===== src/logic/ptw_consts.svh =====
// ----------------------------------------------------------
// Sv39 walker constants: widths and field positions
// ----------------------------------------------------------
`ifndef PTW_CONSTS_SVH
`define PTW_CONSTS_SVH

// address, page number and ASID widths
`define PTW_PLEN   56
`define PTW_VLEN   39
`define PTW_PPNW   44
`define PTW_ASIDW  16

// page offset and the three VPN segments
`define PTW_PGOFF    12
`define PTW_VPNSEG   9
`define PTW_VPN0_LSB 12
`define PTW_VPN1_LSB 21
`define PTW_VPN2_LSB 30

// PTEs are 8 bytes wide
`define PTW_PTE_W     64
`define PTW_PTE_SHIFT 3

`endif


===== src/logic/ptw_pkg.sv =====
// ----------------------------------------------------------
// Sv39 walker types: widths, FSM states, PTE and port structs
// ----------------------------------------------------------
`include "ptw_consts.svh"

package ptw_pkg;

    typedef logic [`PTW_PLEN-1:0]   paddr_t;
    typedef logic [`PTW_VLEN-1:0]   vaddr_t;
    typedef logic [`PTW_PPNW-1:0]   ppn_t;
    typedef logic [`PTW_ASIDW-1:0]  asid_t;
    typedef logic [`PTW_VPNSEG-1:0] vpn_seg_t;

    typedef enum logic [2:0] {
        IDLE,
        WAIT_GRANT,
        PTE_LOOKUP,
        WAIT_RVALID,
        PROPAGATE_ERROR
    } ptw_state_e;

    // LVL1 is the root table
    typedef enum logic [1:0] {
        LVL1,
        LVL2,
        LVL3
    } ptw_lvl_e;

    typedef struct packed {
        logic [9:0] reserved;
        ppn_t       ppn;
        logic [1:0] rsw;
        logic       d;
        logic       a;
        logic       g;
        logic       u;
        logic       x;
        logic       w;
        logic       r;
        logic       v;
    } pte_t;

    typedef struct packed {
        logic   data_req;
        paddr_t address;
    } ptw_mem_req_t;

    typedef struct packed {
        logic                  data_gnt;
        logic                  data_rvalid;
        logic [`PTW_PTE_W-1:0] data_rdata;
    } ptw_mem_rsp_t;

    typedef struct packed {
        logic is_leaf;
        logic fault;
        logic is_2m;
        logic is_1g;
    } pte_class_t;

    typedef struct packed {
        logic                              valid;
        logic [`PTW_VLEN-`PTW_PGOFF-1:0]   vpn;
        asid_t                             asid;
        logic                              is_2m;
        logic                              is_1g;
        pte_t                              content;
    } tlb_update_t;

endpackage


===== src/logic/ptw_fsm.sv =====
// ----------------------------------------------------------
// Walk FSM: miss capture, memory request, PTE verdict, flush
// ----------------------------------------------------------
module ptw_fsm (
    input  logic                clk_i,
    input  logic                rst_ni,
    input  logic                flush_i,
    input  logic                itlb_access_i,
    input  logic                itlb_hit_i,
    input  logic                dtlb_access_i,
    input  logic                dtlb_hit_i,
    input  logic                rvalid_q_i,
    input  logic                data_gnt_i,
    input  ptw_pkg::pte_class_t pte_class_i,
    input  logic                at_last_lvl_i,
    output logic                data_req_o,
    output logic                capture_o,
    output logic                capture_instr_o,
    output logic                step_o,
    output logic                leaf_ok_o,
    output logic                error_o,
    output logic                active_o,
    output logic                walking_instr_o,
    output logic                itlb_miss_o,
    output logic                dtlb_miss_o
);
    import ptw_pkg::*;

    ptw_state_e state_q, state_d;
    logic       is_instr_q, is_instr_d;
    logic       dtlb_miss, itlb_miss;

    // a data miss wins, an instruction miss only with the data side quiet
    assign dtlb_miss = dtlb_access_i & ~dtlb_hit_i;
    assign itlb_miss = itlb_access_i & ~itlb_hit_i & ~dtlb_access_i;

    assign active_o        = (state_q != IDLE);
    assign walking_instr_o = is_instr_q;

    always_comb begin
        state_d         = state_q;
        is_instr_d      = is_instr_q;
        data_req_o      = 1'b0;
        capture_o       = 1'b0;
        capture_instr_o = 1'b0;
        step_o          = 1'b0;
        leaf_ok_o       = 1'b0;
        error_o         = 1'b0;
        itlb_miss_o     = 1'b0;
        dtlb_miss_o     = 1'b0;

        case (state_q)
            IDLE: begin
                is_instr_d = 1'b0;
                if (dtlb_miss && !flush_i) begin
                    capture_o   = 1'b1;
                    dtlb_miss_o = 1'b1;
                    state_d     = WAIT_GRANT;
                end else if (itlb_miss && !flush_i) begin
                    capture_o       = 1'b1;
                    capture_instr_o = 1'b1;
                    itlb_miss_o     = 1'b1;
                    is_instr_d      = 1'b1;
                    state_d         = WAIT_GRANT;
                end
            end
            WAIT_GRANT: begin
                // address is stable from the pointer register
                data_req_o = 1'b1;
                if (data_gnt_i) begin
                    state_d = PTE_LOOKUP;
                end
            end
            PTE_LOOKUP: begin
                if (rvalid_q_i) begin
                    if (pte_class_i.fault) begin
                        state_d = PROPAGATE_ERROR;
                    end else if (pte_class_i.is_leaf) begin
                        leaf_ok_o = ~flush_i;
                        state_d   = IDLE;
                    end else if (at_last_lvl_i) begin
                        // pointer with no table left below it
                        state_d = PROPAGATE_ERROR;
                    end else begin
                        step_o  = ~flush_i;
                        state_d = WAIT_GRANT;
                    end
                end
            end
            PROPAGATE_ERROR: begin
                error_o = 1'b1;
                state_d = IDLE;
            end
            WAIT_RVALID: begin
                // drain the response of a flushed walk
                if (rvalid_q_i) begin
                    state_d = IDLE;
                end
            end
            default: begin
                state_d = IDLE;
            end
        endcase

        // ------------------------------------------------------------
        // flush
        // ------------------------------------------------------------
        if (flush_i) begin
            if ((state_q == PTE_LOOKUP && !rvalid_q_i) ||
                (state_q == WAIT_GRANT && data_gnt_i)) begin
                state_d = WAIT_RVALID;
            end else begin
                state_d = IDLE;
            end
        end
    end

    always_ff @(posedge clk_i or negedge rst_ni) begin
        if (!rst_ni) begin
            state_q    <= IDLE;
            is_instr_q <= 1'b0;
        end else begin
            state_q    <= state_d;
            is_instr_q <= is_instr_d;
        end
    end

endmodule


===== src/logic/ptw_level_ctr.sv =====
// ----------------------------------------------------------
// Walk level counter with VPN segment select and page size
// ----------------------------------------------------------
`include "ptw_consts.svh"

module ptw_level_ctr (
    input  logic              clk_i,
    input  logic              rst_ni,
    input  logic              load_i,
    input  logic              step_i,
    input  ptw_pkg::vaddr_t   vaddr_i,
    output ptw_pkg::ptw_lvl_e lvl_o,
    output ptw_pkg::vpn_seg_t vpn_seg_o,
    output logic              at_last_lvl_o,
    output logic              is_2m_o,
    output logic              is_1g_o
);
    import ptw_pkg::*;

    ptw_lvl_e lvl_q, lvl_d;

    always_comb begin
        lvl_d = lvl_q;
        if (load_i) begin
            lvl_d = LVL1;
        end else if (step_i) begin
            if (lvl_q == LVL1) begin
                lvl_d = LVL2;
            end else begin
                lvl_d = LVL3;
            end
        end
    end

    // follows the level being entered so a step sees the next table's index
    always_comb begin
        case (lvl_d)
            LVL1:    vpn_seg_o = vaddr_i[`PTW_VPN2_LSB +: `PTW_VPNSEG];
            LVL2:    vpn_seg_o = vaddr_i[`PTW_VPN1_LSB +: `PTW_VPNSEG];
            default: vpn_seg_o = vaddr_i[`PTW_VPN0_LSB +: `PTW_VPNSEG];
        endcase
    end

    assign lvl_o         = lvl_q;
    assign at_last_lvl_o = (lvl_q == LVL3);
    assign is_2m_o       = (lvl_q == LVL2);
    assign is_1g_o       = (lvl_q == LVL1);

    always_ff @(posedge clk_i or negedge rst_ni) begin
        if (!rst_ni) begin
            lvl_q <= LVL1;
        end else begin
            lvl_q <= lvl_d;
        end
    end

endmodule


===== src/logic/ptw_addr_path.sv =====
// ----------------------------------------------------------
// Walk address path: VA, ASID and PTE pointer registers,
// and the TLB update contents
// ----------------------------------------------------------
`include "ptw_consts.svh"

module ptw_addr_path (
    input  logic                 clk_i,
    input  logic                 rst_ni,
    input  logic                 capture_i,
    input  logic                 capture_instr_i,
    input  logic                 step_i,
    input  ptw_pkg::vaddr_t      itlb_vaddr_i,
    input  ptw_pkg::vaddr_t      dtlb_vaddr_i,
    input  ptw_pkg::asid_t       asid_i,
    input  ptw_pkg::ppn_t        satp_ppn_i,
    input  ptw_pkg::vpn_seg_t    vpn_seg_i,
    input  ptw_pkg::pte_t        pte_i,
    input  logic                 is_2m_i,
    input  logic                 is_1g_i,
    output ptw_pkg::vaddr_t      vaddr_o,
    output ptw_pkg::paddr_t      pptr_o,
    output ptw_pkg::tlb_update_t update_o
);
    import ptw_pkg::*;

    vaddr_t   vaddr_q;
    vaddr_t   vaddr_sel;
    asid_t    asid_q;
    paddr_t   pptr_q;
    vpn_seg_t root_seg;

    // address of whichever TLB missed
    assign vaddr_sel = capture_instr_i ? itlb_vaddr_i : dtlb_vaddr_i;
    assign root_seg  = vaddr_sel[`PTW_VPN2_LSB +: `PTW_VPNSEG];

    always_ff @(posedge clk_i or negedge rst_ni) begin
        if (!rst_ni) begin
            vaddr_q <= '0;
            asid_q  <= '0;
            pptr_q  <= '0;
        end else if (capture_i) begin
            vaddr_q <= vaddr_sel;
            asid_q  <= asid_i;
            // root table from satp, indexed by VPN[2]
            pptr_q  <= {satp_ppn_i, root_seg, {`PTW_PTE_SHIFT{1'b0}}};
        end else if (step_i) begin
            // next table from the pointer PTE
            pptr_q  <= {pte_i.ppn, vpn_seg_i, {`PTW_PTE_SHIFT{1'b0}}};
        end
    end

    assign vaddr_o = vaddr_q;
    assign pptr_o  = pptr_q;

    // ------------------------------------------------------------
    // TLB update contents, valid is steered at the top
    // ------------------------------------------------------------
    always_comb begin
        update_o         = '0;
        update_o.vpn     = vaddr_q[`PTW_VLEN-1:`PTW_PGOFF];
        update_o.asid    = asid_q;
        update_o.is_2m   = is_2m_i;
        update_o.is_1g   = is_1g_i;
        update_o.content = pte_i;
    end

endmodule


===== src/logic/pte_checker.sv =====
// ----------------------------------------------------------
// PTE classifier: pointer, good leaf or page fault
// ----------------------------------------------------------
`include "ptw_consts.svh"

module pte_checker (
    input  ptw_pkg::pte_t       pte_i,
    input  ptw_pkg::ptw_lvl_e   lvl_i,
    input  logic                is_instr_i,
    input  logic                is_store_i,
    input  logic                mxr_i,
    output ptw_pkg::pte_class_t class_o
);
    import ptw_pkg::*;

    logic invalid;
    logic is_leaf;
    logic leaf_1g;
    logic leaf_2m;
    logic misaligned;
    logic perm_fault;

    // not valid, or the reserved w-without-r encoding
    assign invalid = ~pte_i.v | (pte_i.w & ~pte_i.r);
    assign is_leaf = pte_i.r | pte_i.x;

    assign leaf_1g = is_leaf & (lvl_i == LVL1);
    assign leaf_2m = is_leaf & (lvl_i == LVL2);

    // superpage ppn must be aligned to its size
    assign misaligned = (leaf_1g & (pte_i.ppn[2*`PTW_VPNSEG-1:0] != '0)) |
                        (leaf_2m & (pte_i.ppn[`PTW_VPNSEG-1:0] != '0));

    always_comb begin
        perm_fault = ~pte_i.a;
        if (is_instr_i) begin
            perm_fault = perm_fault | ~pte_i.x;
        end else begin
            // x-only pages are readable only with mxr
            perm_fault = perm_fault | ~(pte_i.r | (pte_i.x & mxr_i));
            if (is_store_i) begin
                perm_fault = perm_fault | ~pte_i.w | ~pte_i.d;
            end
        end
    end

    always_comb begin
        class_o         = '0;
        class_o.is_leaf = is_leaf;
        class_o.fault   = invalid | (is_leaf & (perm_fault | misaligned));
        class_o.is_2m   = leaf_2m;
        class_o.is_1g   = leaf_1g;
    end

endmodule


===== src/logic/ptw_top.sv =====
// ----------------------------------------------------------
// Sv39 page table walker top: response register and wiring
// ----------------------------------------------------------
`include "ptw_consts.svh"

module ptw_top (
    input  logic                  clk_i,
    input  logic                  rst_ni,
    input  logic                  flush_i,
    input  logic                  itlb_access_i,
    input  logic                  itlb_hit_i,
    input  logic                  dtlb_access_i,
    input  logic                  dtlb_hit_i,
    input  ptw_pkg::vaddr_t       itlb_vaddr_i,
    input  ptw_pkg::vaddr_t       dtlb_vaddr_i,
    input  ptw_pkg::asid_t        asid_i,
    input  ptw_pkg::ppn_t         satp_ppn_i,
    input  logic                  mxr_i,
    input  logic                  lsu_is_store_i,
    output ptw_pkg::ptw_mem_req_t mem_req_o,
    input  ptw_pkg::ptw_mem_rsp_t mem_rsp_i,
    output ptw_pkg::tlb_update_t  itlb_update_o,
    output ptw_pkg::tlb_update_t  dtlb_update_o,
    output ptw_pkg::vaddr_t       update_vaddr_o,
    output logic                  ptw_active_o,
    output logic                  walking_instr_o,
    output logic                  ptw_error_o,
    output logic                  itlb_miss_o,
    output logic                  dtlb_miss_o
);
    import ptw_pkg::*;

    logic                  rvalid_q;
    logic [`PTW_PTE_W-1:0] rdata_q;
    pte_t                  pte;
    pte_class_t            pte_class;
    ptw_lvl_e              lvl;
    vpn_seg_t              vpn_seg;
    vaddr_t                vaddr;
    paddr_t                pptr;
    tlb_update_t           update;
    logic data_req, capture, capture_instr, step, leaf_ok;
    logic at_last_lvl, is_2m, is_1g, walking_instr;

    // ------------------------------------------------------------
    // response register, PTE is evaluated the cycle after rvalid
    // ------------------------------------------------------------
    always_ff @(posedge clk_i or negedge rst_ni) begin
        if (!rst_ni) begin
            rvalid_q <= 1'b0;
        end else begin
            rvalid_q <= mem_rsp_i.data_rvalid;
        end
    end

    always_ff @(posedge clk_i) begin
        if (mem_rsp_i.data_rvalid) begin
            rdata_q <= mem_rsp_i.data_rdata;
        end
    end

    assign pte = pte_t'(rdata_q);

    ptw_fsm ptw_fsm_inst (
        .clk_i, .rst_ni, .flush_i,
        .itlb_access_i, .itlb_hit_i, .dtlb_access_i, .dtlb_hit_i,
        .rvalid_q_i      (rvalid_q),
        .data_gnt_i      (mem_rsp_i.data_gnt),
        .pte_class_i     (pte_class),
        .at_last_lvl_i   (at_last_lvl),
        .data_req_o      (data_req),
        .capture_o       (capture),
        .capture_instr_o (capture_instr),
        .step_o          (step),
        .leaf_ok_o       (leaf_ok),
        .error_o         (ptw_error_o),
        .active_o        (ptw_active_o),
        .walking_instr_o (walking_instr),
        .itlb_miss_o, .dtlb_miss_o
    );

    ptw_level_ctr ptw_level_ctr_inst (
        .clk_i, .rst_ni,
        .load_i        (capture),
        .step_i        (step),
        .vaddr_i       (vaddr),
        .lvl_o         (lvl),
        .vpn_seg_o     (vpn_seg),
        .at_last_lvl_o (at_last_lvl),
        .is_2m_o       (is_2m),
        .is_1g_o       (is_1g)
    );

    ptw_addr_path ptw_addr_path_inst (
        .clk_i, .rst_ni,
        .capture_i       (capture),
        .capture_instr_i (capture_instr),
        .step_i          (step),
        .itlb_vaddr_i, .dtlb_vaddr_i, .asid_i, .satp_ppn_i,
        .vpn_seg_i       (vpn_seg),
        .pte_i           (pte),
        .is_2m_i         (is_2m),
        .is_1g_i         (is_1g),
        .vaddr_o         (vaddr),
        .pptr_o          (pptr),
        .update_o        (update)
    );

    pte_checker pte_checker_inst (
        .pte_i      (pte),
        .lvl_i      (lvl),
        .is_instr_i (walking_instr),
        .is_store_i (lsu_is_store_i),
        .mxr_i,
        .class_o    (pte_class)
    );

    assign mem_req_o.data_req = data_req;
    assign mem_req_o.address  = pptr;
    assign update_vaddr_o     = vaddr;
    assign walking_instr_o    = walking_instr;

    // only the TLB that missed sees the valid
    always_comb begin
        itlb_update_o       = update;
        dtlb_update_o       = update;
        itlb_update_o.valid = leaf_ok & walking_instr;
        dtlb_update_o.valid = leaf_ok & ~walking_instr;
    end

endmodule


===== config.mk =====
export PLATFORM = sky130hd
export DESIGN_NAME = ptw_top
export DESIGN_NICKNAME = d
export VERILOG_FILES = /design/src/logic/ptw_pkg.sv /design/src/logic/ptw_fsm.sv /design/src/logic/ptw_level_ctr.sv /design/src/logic/ptw_addr_path.sv /design/src/logic/pte_checker.sv /design/src/logic/ptw_top.sv
export VERILOG_INCLUDE_DIRS = /design/src /design/src/logic
export SDC_FILE = /design/constraint.sdc
export NUM_CORES = 1
export LEC_CHECK = 0
export ABC_AREA = 1
export BUFFER_PORTS_ARGS = -buffer_cell sky130_fd_sc_hd__buf_4
export CORE_AREA = 2 2 206 208
export CTS_BUF_LIST = sky130_fd_sc_hd__clkbuf_4
export DETAILED_ROUTE_END_ITERATION = 12
export DIE_AREA = 0 0 208 210
export SLEW_MARGIN = 10
export SYNTH_ARGS = -nofsm -noshare
export SYNTH_HDL_FRONTEND = slang
export SYNTH_SLANG_ARGS = --single-unit
export TNS_END_PERCENT = 50

===== constraint.sdc =====
create_clock -name clk_i -period 4.6 [get_ports clk_i]
set_input_delay 0.92 -clock clk_i [delete_from_list [all_inputs] [get_ports clk_i]]
set_output_delay 0.92 -clock clk_i [all_outputs]
set_load 0.03 [all_outputs]

# After elaboration in Yosys (flattened, before gate mapping)
# Cells that the tools add are included.
# totals
register_bits,182
input_bits,213
elab_cells,106
# op_classes
n_eq_ne,11
mux,38
n_bitwise,34
n_reduce_logical,15
# op_table
operator,n
56-bit two-way mux,2
39-bit two-way mux,1
3-bit two-way mux,9
1-bit two-way mux,20
9-bit case mux with 2 select lines,1
18-bit nonzero test,1
1-bit AND,12
1-bit inverter,12
3-bit case mux with 4 select lines,1
1-bit OR,10
"3-bit inequality test, second input constant",3
9-bit nonzero test,1
2-bit two-way mux,4
"3-bit by 2-bit == test with 1-bit output, second input constant",2
"2-bit by 1-bit == test with 1-bit output, second input constant",2
1-bit logical AND,4
2-bit logical NOT,2
"4-bit by 2-bit inequality test with 1-bit output, second input constant",1
4-bit AND reduction,1
"3-bit by 1-bit == test with 1-bit output, second input constant",1
"3-bit == test, second input constant",1
3-bit logical NOT,1
3-bit nonzero test,1
"2-bit == test, second input constant",1
other kinds (3),4

# Longest topological paths before layout
# depth
depth_word,20
mapped_depth,14
mapped_depth_nobuf,13

# Hierarchy
# Synthesis repeated with hierarchy kept, for this count alone.
# unflattened
cells_unflattened,1018
area_unflattened_um2,9162.5
# by_module_without_submodules
module,n_inst,cells_per_inst,area_each_um2,seq_area_each_um2
ptw_addr_path,1,679,5465.2,2702.6
ptw_top,1,179,2790.2,1946.9
ptw_fsm,1,63,382.9,100.1
ptw_level_ctr,1,57,330.3,50.0
pte_checker,1,40,193.9,0.0

# Least setup slack after synthesis
# OpenSTA, ideal clock, no wires.
# synth_path
path_type,in2out
start,input mxr_i
end,output dtlb_update_o[109] (netlist name)
arrival_ns,1.850
required_ns,3.680
slack_ns,1.830
path_stages,8
path_buffers,0
path_cell_list,nand2_1 > o21ai_0 > nand2_1 > a21oi_1 > nand3_1 > nand2_1 > nand4_1 > nor2_1
# synth_rtl
item,line,source
from (decl),ptw_top.sv:18,"input logic mxr_i,"
to (decl),ptw_top.sv:23,"output ptw_pkg::tlb_update_t dtlb_update_o,"

==> summary.md <==
| Metric | Value |
|---|---|
| Data arrival at the endpoint of the critical path | ~2500 ps |
| Kind of end point of the critical path | output port |
| Final GP Congestion | 0.8333 |
| Die outline area | roughly 44000 sq um |
| Total via count after detailed routing | around 7600 |
| Effective utilization at floorplan | between 20 and 25% |
| Number of global-route vias before repair | between 7000 and 8000 |
| Seq cells post-synth | between 150 and 200 |
| Hold/Removal Path Class | in -> async |
| Number of sinks driven by the clock tree | 179 |
| Antenna violations before repair | 3 |
| Source-to-sink clock delay at the later pin of the worst-skew pair | between 700 and 800 ps |
| Clock transition time at the flip-flop clock pins of the worst setup and hold paths | roughly 170 ps |
| Maxcap violations | 0 |
| Source of the critical timing path | pte[18] |
| Max rail drop VDD | about 0.00024 V |
| CORE AREA | around 41000 sq um |
| Port Buf Inserts | between 500 and 600 |
| Worst flop-to-flop path startpoint | ptw_fsm_inst.state_q[0] |
| Maximum clock insertion buffer count | 2 |
| Ratio of cells with drive above 1 in the final layout | between 40% and 50% |
| Number of distinct library cells after synthesis | 31 |
| Final hold vios | 0 |
| Wire length of the first global-routing pass | 47400 um |
| Kind of start point of the critical path | flop |
| Proportion of register bits with asynchronous set or reset after synthesis | 64.25% |
| Crit path max-delay family | simple AND/OR/NAND/NOR gates |
| Slew Limit Fails | 0 |
| Num CTS Buffers | 17 |
| Height of the die | roughly 210 um |
| Post-route fraction of the period consumed by the critical path | approximately three quarters |
| Yosys warning total | 0 |
| Final sum of negative setup slack | 0 ps |
| Clock root buffer | sky130_fd_sc_hd__clkbuf_4 |
| CP cell instances | nor2_1, nand2_1, o21ai_0, nand3_1, nand2_1, nand4_1, nor2_1, buf_4 |
| Overall power of the completed layout | a little over 8 mW |
| Global-route usage over all layers | roughly 15% |
| Dominant register cell in the synthesized netlist | sky130_fd_sc_hd__dfrtp_1 |
| Final layout net count | between 1500 and 2000 |
| Number of core rows | 75 |
| Cell area after synthesis | approximately 8600 sq um |
| Dpl ws | between 1000 and 1500 ps |
| Critical-path maximum fanout | 5 |
| Total leakage power | slightly below 6 nW |
| Largest net degree at the start of global routing | between 80 and 90 |
| Number of buffers added to fix hold violations after cts | 0 |
| Maximum single-stage delay on the critical path | 560 ps |
| Most frequent cells after synthesis | sky130_fd_sc_hd__nand2_1, sky130_fd_sc_hd__buf_4, sky130_fd_sc_hd__nor2_1 |
| PD cells | about 660 nW/um^2 |
| Post-synth top area share | approximately a third |
| Clock period minus worst slack | 3369 ps |
| Average detailed-routed wire length per instance | 17.84 um |
| Post-DP HPWL | approximately 25000 um |
| CP required | 3680 ps |
| 1st-pass router iterations | 6 |
| Total routed wirelength | 33010 um |
| Synth-to-layout area growth | 42.93% |
| H-tree depth | 4 |
| Number of nets with antenna violations after routing | 0 |
| CP max-delay cell | sky130_fd_sc_hd__edfxtp_1 |
| Result of the run | finished clean |
| Die span in x | approximately 210 um |
| Final Worst Setup Slack | between 1000 and 1500 ps |
| Leading post-synthesis cells by cell area | sky130_fd_sc_hd__dfrtp_1, sky130_fd_sc_hd__edfxtp_1, sky130_fd_sc_hd__buf_4 |
| Number of gates on the worst path with buffers counted | 8 |
| F_max | roughly 300 MHz |
| Buffering stage count on the worst path with inverters included | 1 |
| Layout filler cell count | 4345 |
| Worst Skew | roughly 33 ps |
| Destination of the worst register-to-register timing path | ptw_addr_path_inst.pptr_o[11] |
| Slew Limit Headroom | between 30% and 40% |
| Classification of the worst setup path | reg -> out |
| Post-synth EDFFs | 64 |
| Iteration-0 DRC Markers | roughly 460 |
| Boundary Pins | 534 |
| Cell with the most instances after synthesis | sky130_fd_sc_hd__nand2_1 |
| Post-CTS Repair Setup Buffers | 0 |
| Remaining Overflow, GRT | 0 |
| Number of failing setup endpoints in the final timing report | 0 |
| Remaining routing DRC violations | 0 |
| Crit path to | itlb_update_o[109] |
| Sequential element share of the synthesized area | between 50% and 60% |
| TritonCTS clock tree | built |
| Syn Area/Cell | approximately 9.3 sq um |
| Worst slew pin tran | just under 1000 ps |
| Cells after Synth | roughly 920 |
| Reg-to-reg slack, setup | about 1900 ps |
| Depth of the worst register-to-register path | 8 |
| Area leader, netlist | sky130_fd_sc_hd__dfrtp_1 |
| Via density | between 4 and 5 |
| Number of instances resized during post-cts repair | 0 |
| RSZ-0062 raised after global routing | false |
==> how the worst min path moves through the flow <==
stage | depth (start not counted) | from | slack [ps] | to
final | 1 | rst_ni | 250 | ptw_fsm_inst.state_q[0]
after global routing | 1 | rst_ni | 200 | ptw_fsm_inst.state_q[0]
after CTS | 1 | rst_ni | 180 | ptw_fsm_inst.walking_instr_o
after detailed placement | 2 | ptw_addr_path_inst.vaddr_o[4] | 490 | ptw_addr_path_inst.vaddr_o[4]
after global placement | 2 | ptw_addr_path_inst.vaddr_o[8] | 480 | ptw_addr_path_inst.vaddr_o[8]
after floorplan | 2 | ptw_fsm_inst.state_q[1] | 600 | ptw_fsm_inst.state_q[1]
==> cell families after synthesis <==
kind of cell | count (synthesis) | share of synthesized area (%)
AOI/OAI and AO/OA | 123 | 7.838
buffers and inverters | 212 | 16.64
DFF | 179 | 55.89
other | 1 | 0.04366
and+or+nand+nor | 407 | 19.60
==> cells in the final DEF (no fill, tap or decap), types with 4 or more instances in the layout <==
cell type	count
sky130_fd_sc_hd__buf_4	535
sky130_fd_sc_hd__nand2_1	193
sky130_fd_sc_hd__nor2_1	141
sky130_fd_sc_hd__dfrtp_1	115
sky130_fd_sc_hd__edfxtp_1	64
sky130_fd_sc_hd__o21ai_0	61
sky130_fd_sc_hd__nor3_1	37
sky130_fd_sc_hd__a31oi_1	28
sky130_fd_sc_hd__inv_1	23
sky130_fd_sc_hd__clkbuf_4	18
sky130_fd_sc_hd__nand3_1	17
sky130_fd_sc_hd__a21oi_1	14
sky130_fd_sc_hd__o21ai_1	10
sky130_fd_sc_hd__nand2_2	5
sky130_fd_sc_hd__o22ai_1	5
sky130_fd_sc_hd__inv_6	5
sky130_fd_sc_hd__inv_2	4
sky130_fd_sc_hd__nand2_4	4
==> per-stage QoR <==
stage	hold slack, ps	util [%]	std cells	cell area, sq um
final	254.0	29.60	1850	12280
after global routing	201.2	29.60	1850	12280
after CTS	178.8	29.58	1848	12270
after detailed placement	485.7	28.90	1816	11990
after global placement	476.3	28.90	1816	11990
after floorplan	596.6	-	924	8596
==> power by group <==
part / total, mW / switching [mW] / internal [mW]
registers: 2.74 / 0.557 / 2.18
logic: 4.44 / 2.90 / 1.54
clock network: 0.979 / 0.644 / 0.334
total: 8.16 / 4.10 / 4.06
==> layer usage <==
| metal | GRT usage (%) | vias to the layer above | wire (um) |
|---|---|---|---|
| met5 | 0 | - | 12 |
| met4 | 4.451 | 2 | 476 |
| met3 | 4.410 | 30 | 2224 |
| met2 | 25.40 | 357 | 16730 |
| met1 | 17.75 | 3607 | 13570 |
| li1 | - | 3626 | - |
==> flip-flops by register name, indices dropped and copies added (netlist names) <==
| name | count |
|---|---|
| pte | 64 |
| ptw_addr_path_inst.vaddr_o | 39 |
| ptw_addr_path_inst.pptr_o | 53 |
| ptw_addr_path_inst.asid_q | 16 |
| ptw_level_ctr_inst.lvl_o | 2 |
| rvalid_q | 1 |
| ptw_fsm_inst.state_q | 3 |
| ptw_fsm_inst.walking_instr_o | 1 |
==> area by class of cell <==
class	instances	area [sq um]	share of cell area, %
Antenna cell	2	5.005	0.04077
Clock buffer	18	135.1	1.101
Clock inverter	14	150.1	1.223
Inverter	29	111.4	0.9071
Multi-Input combinational cell	533	2372	19.33
Sequential cell	179	4800	39.10
Tap cell	539	674.4	5.494
Timing Repair Buffer	536	4028	32.81
Note: power is estimated with default switching activity, not from simulation.
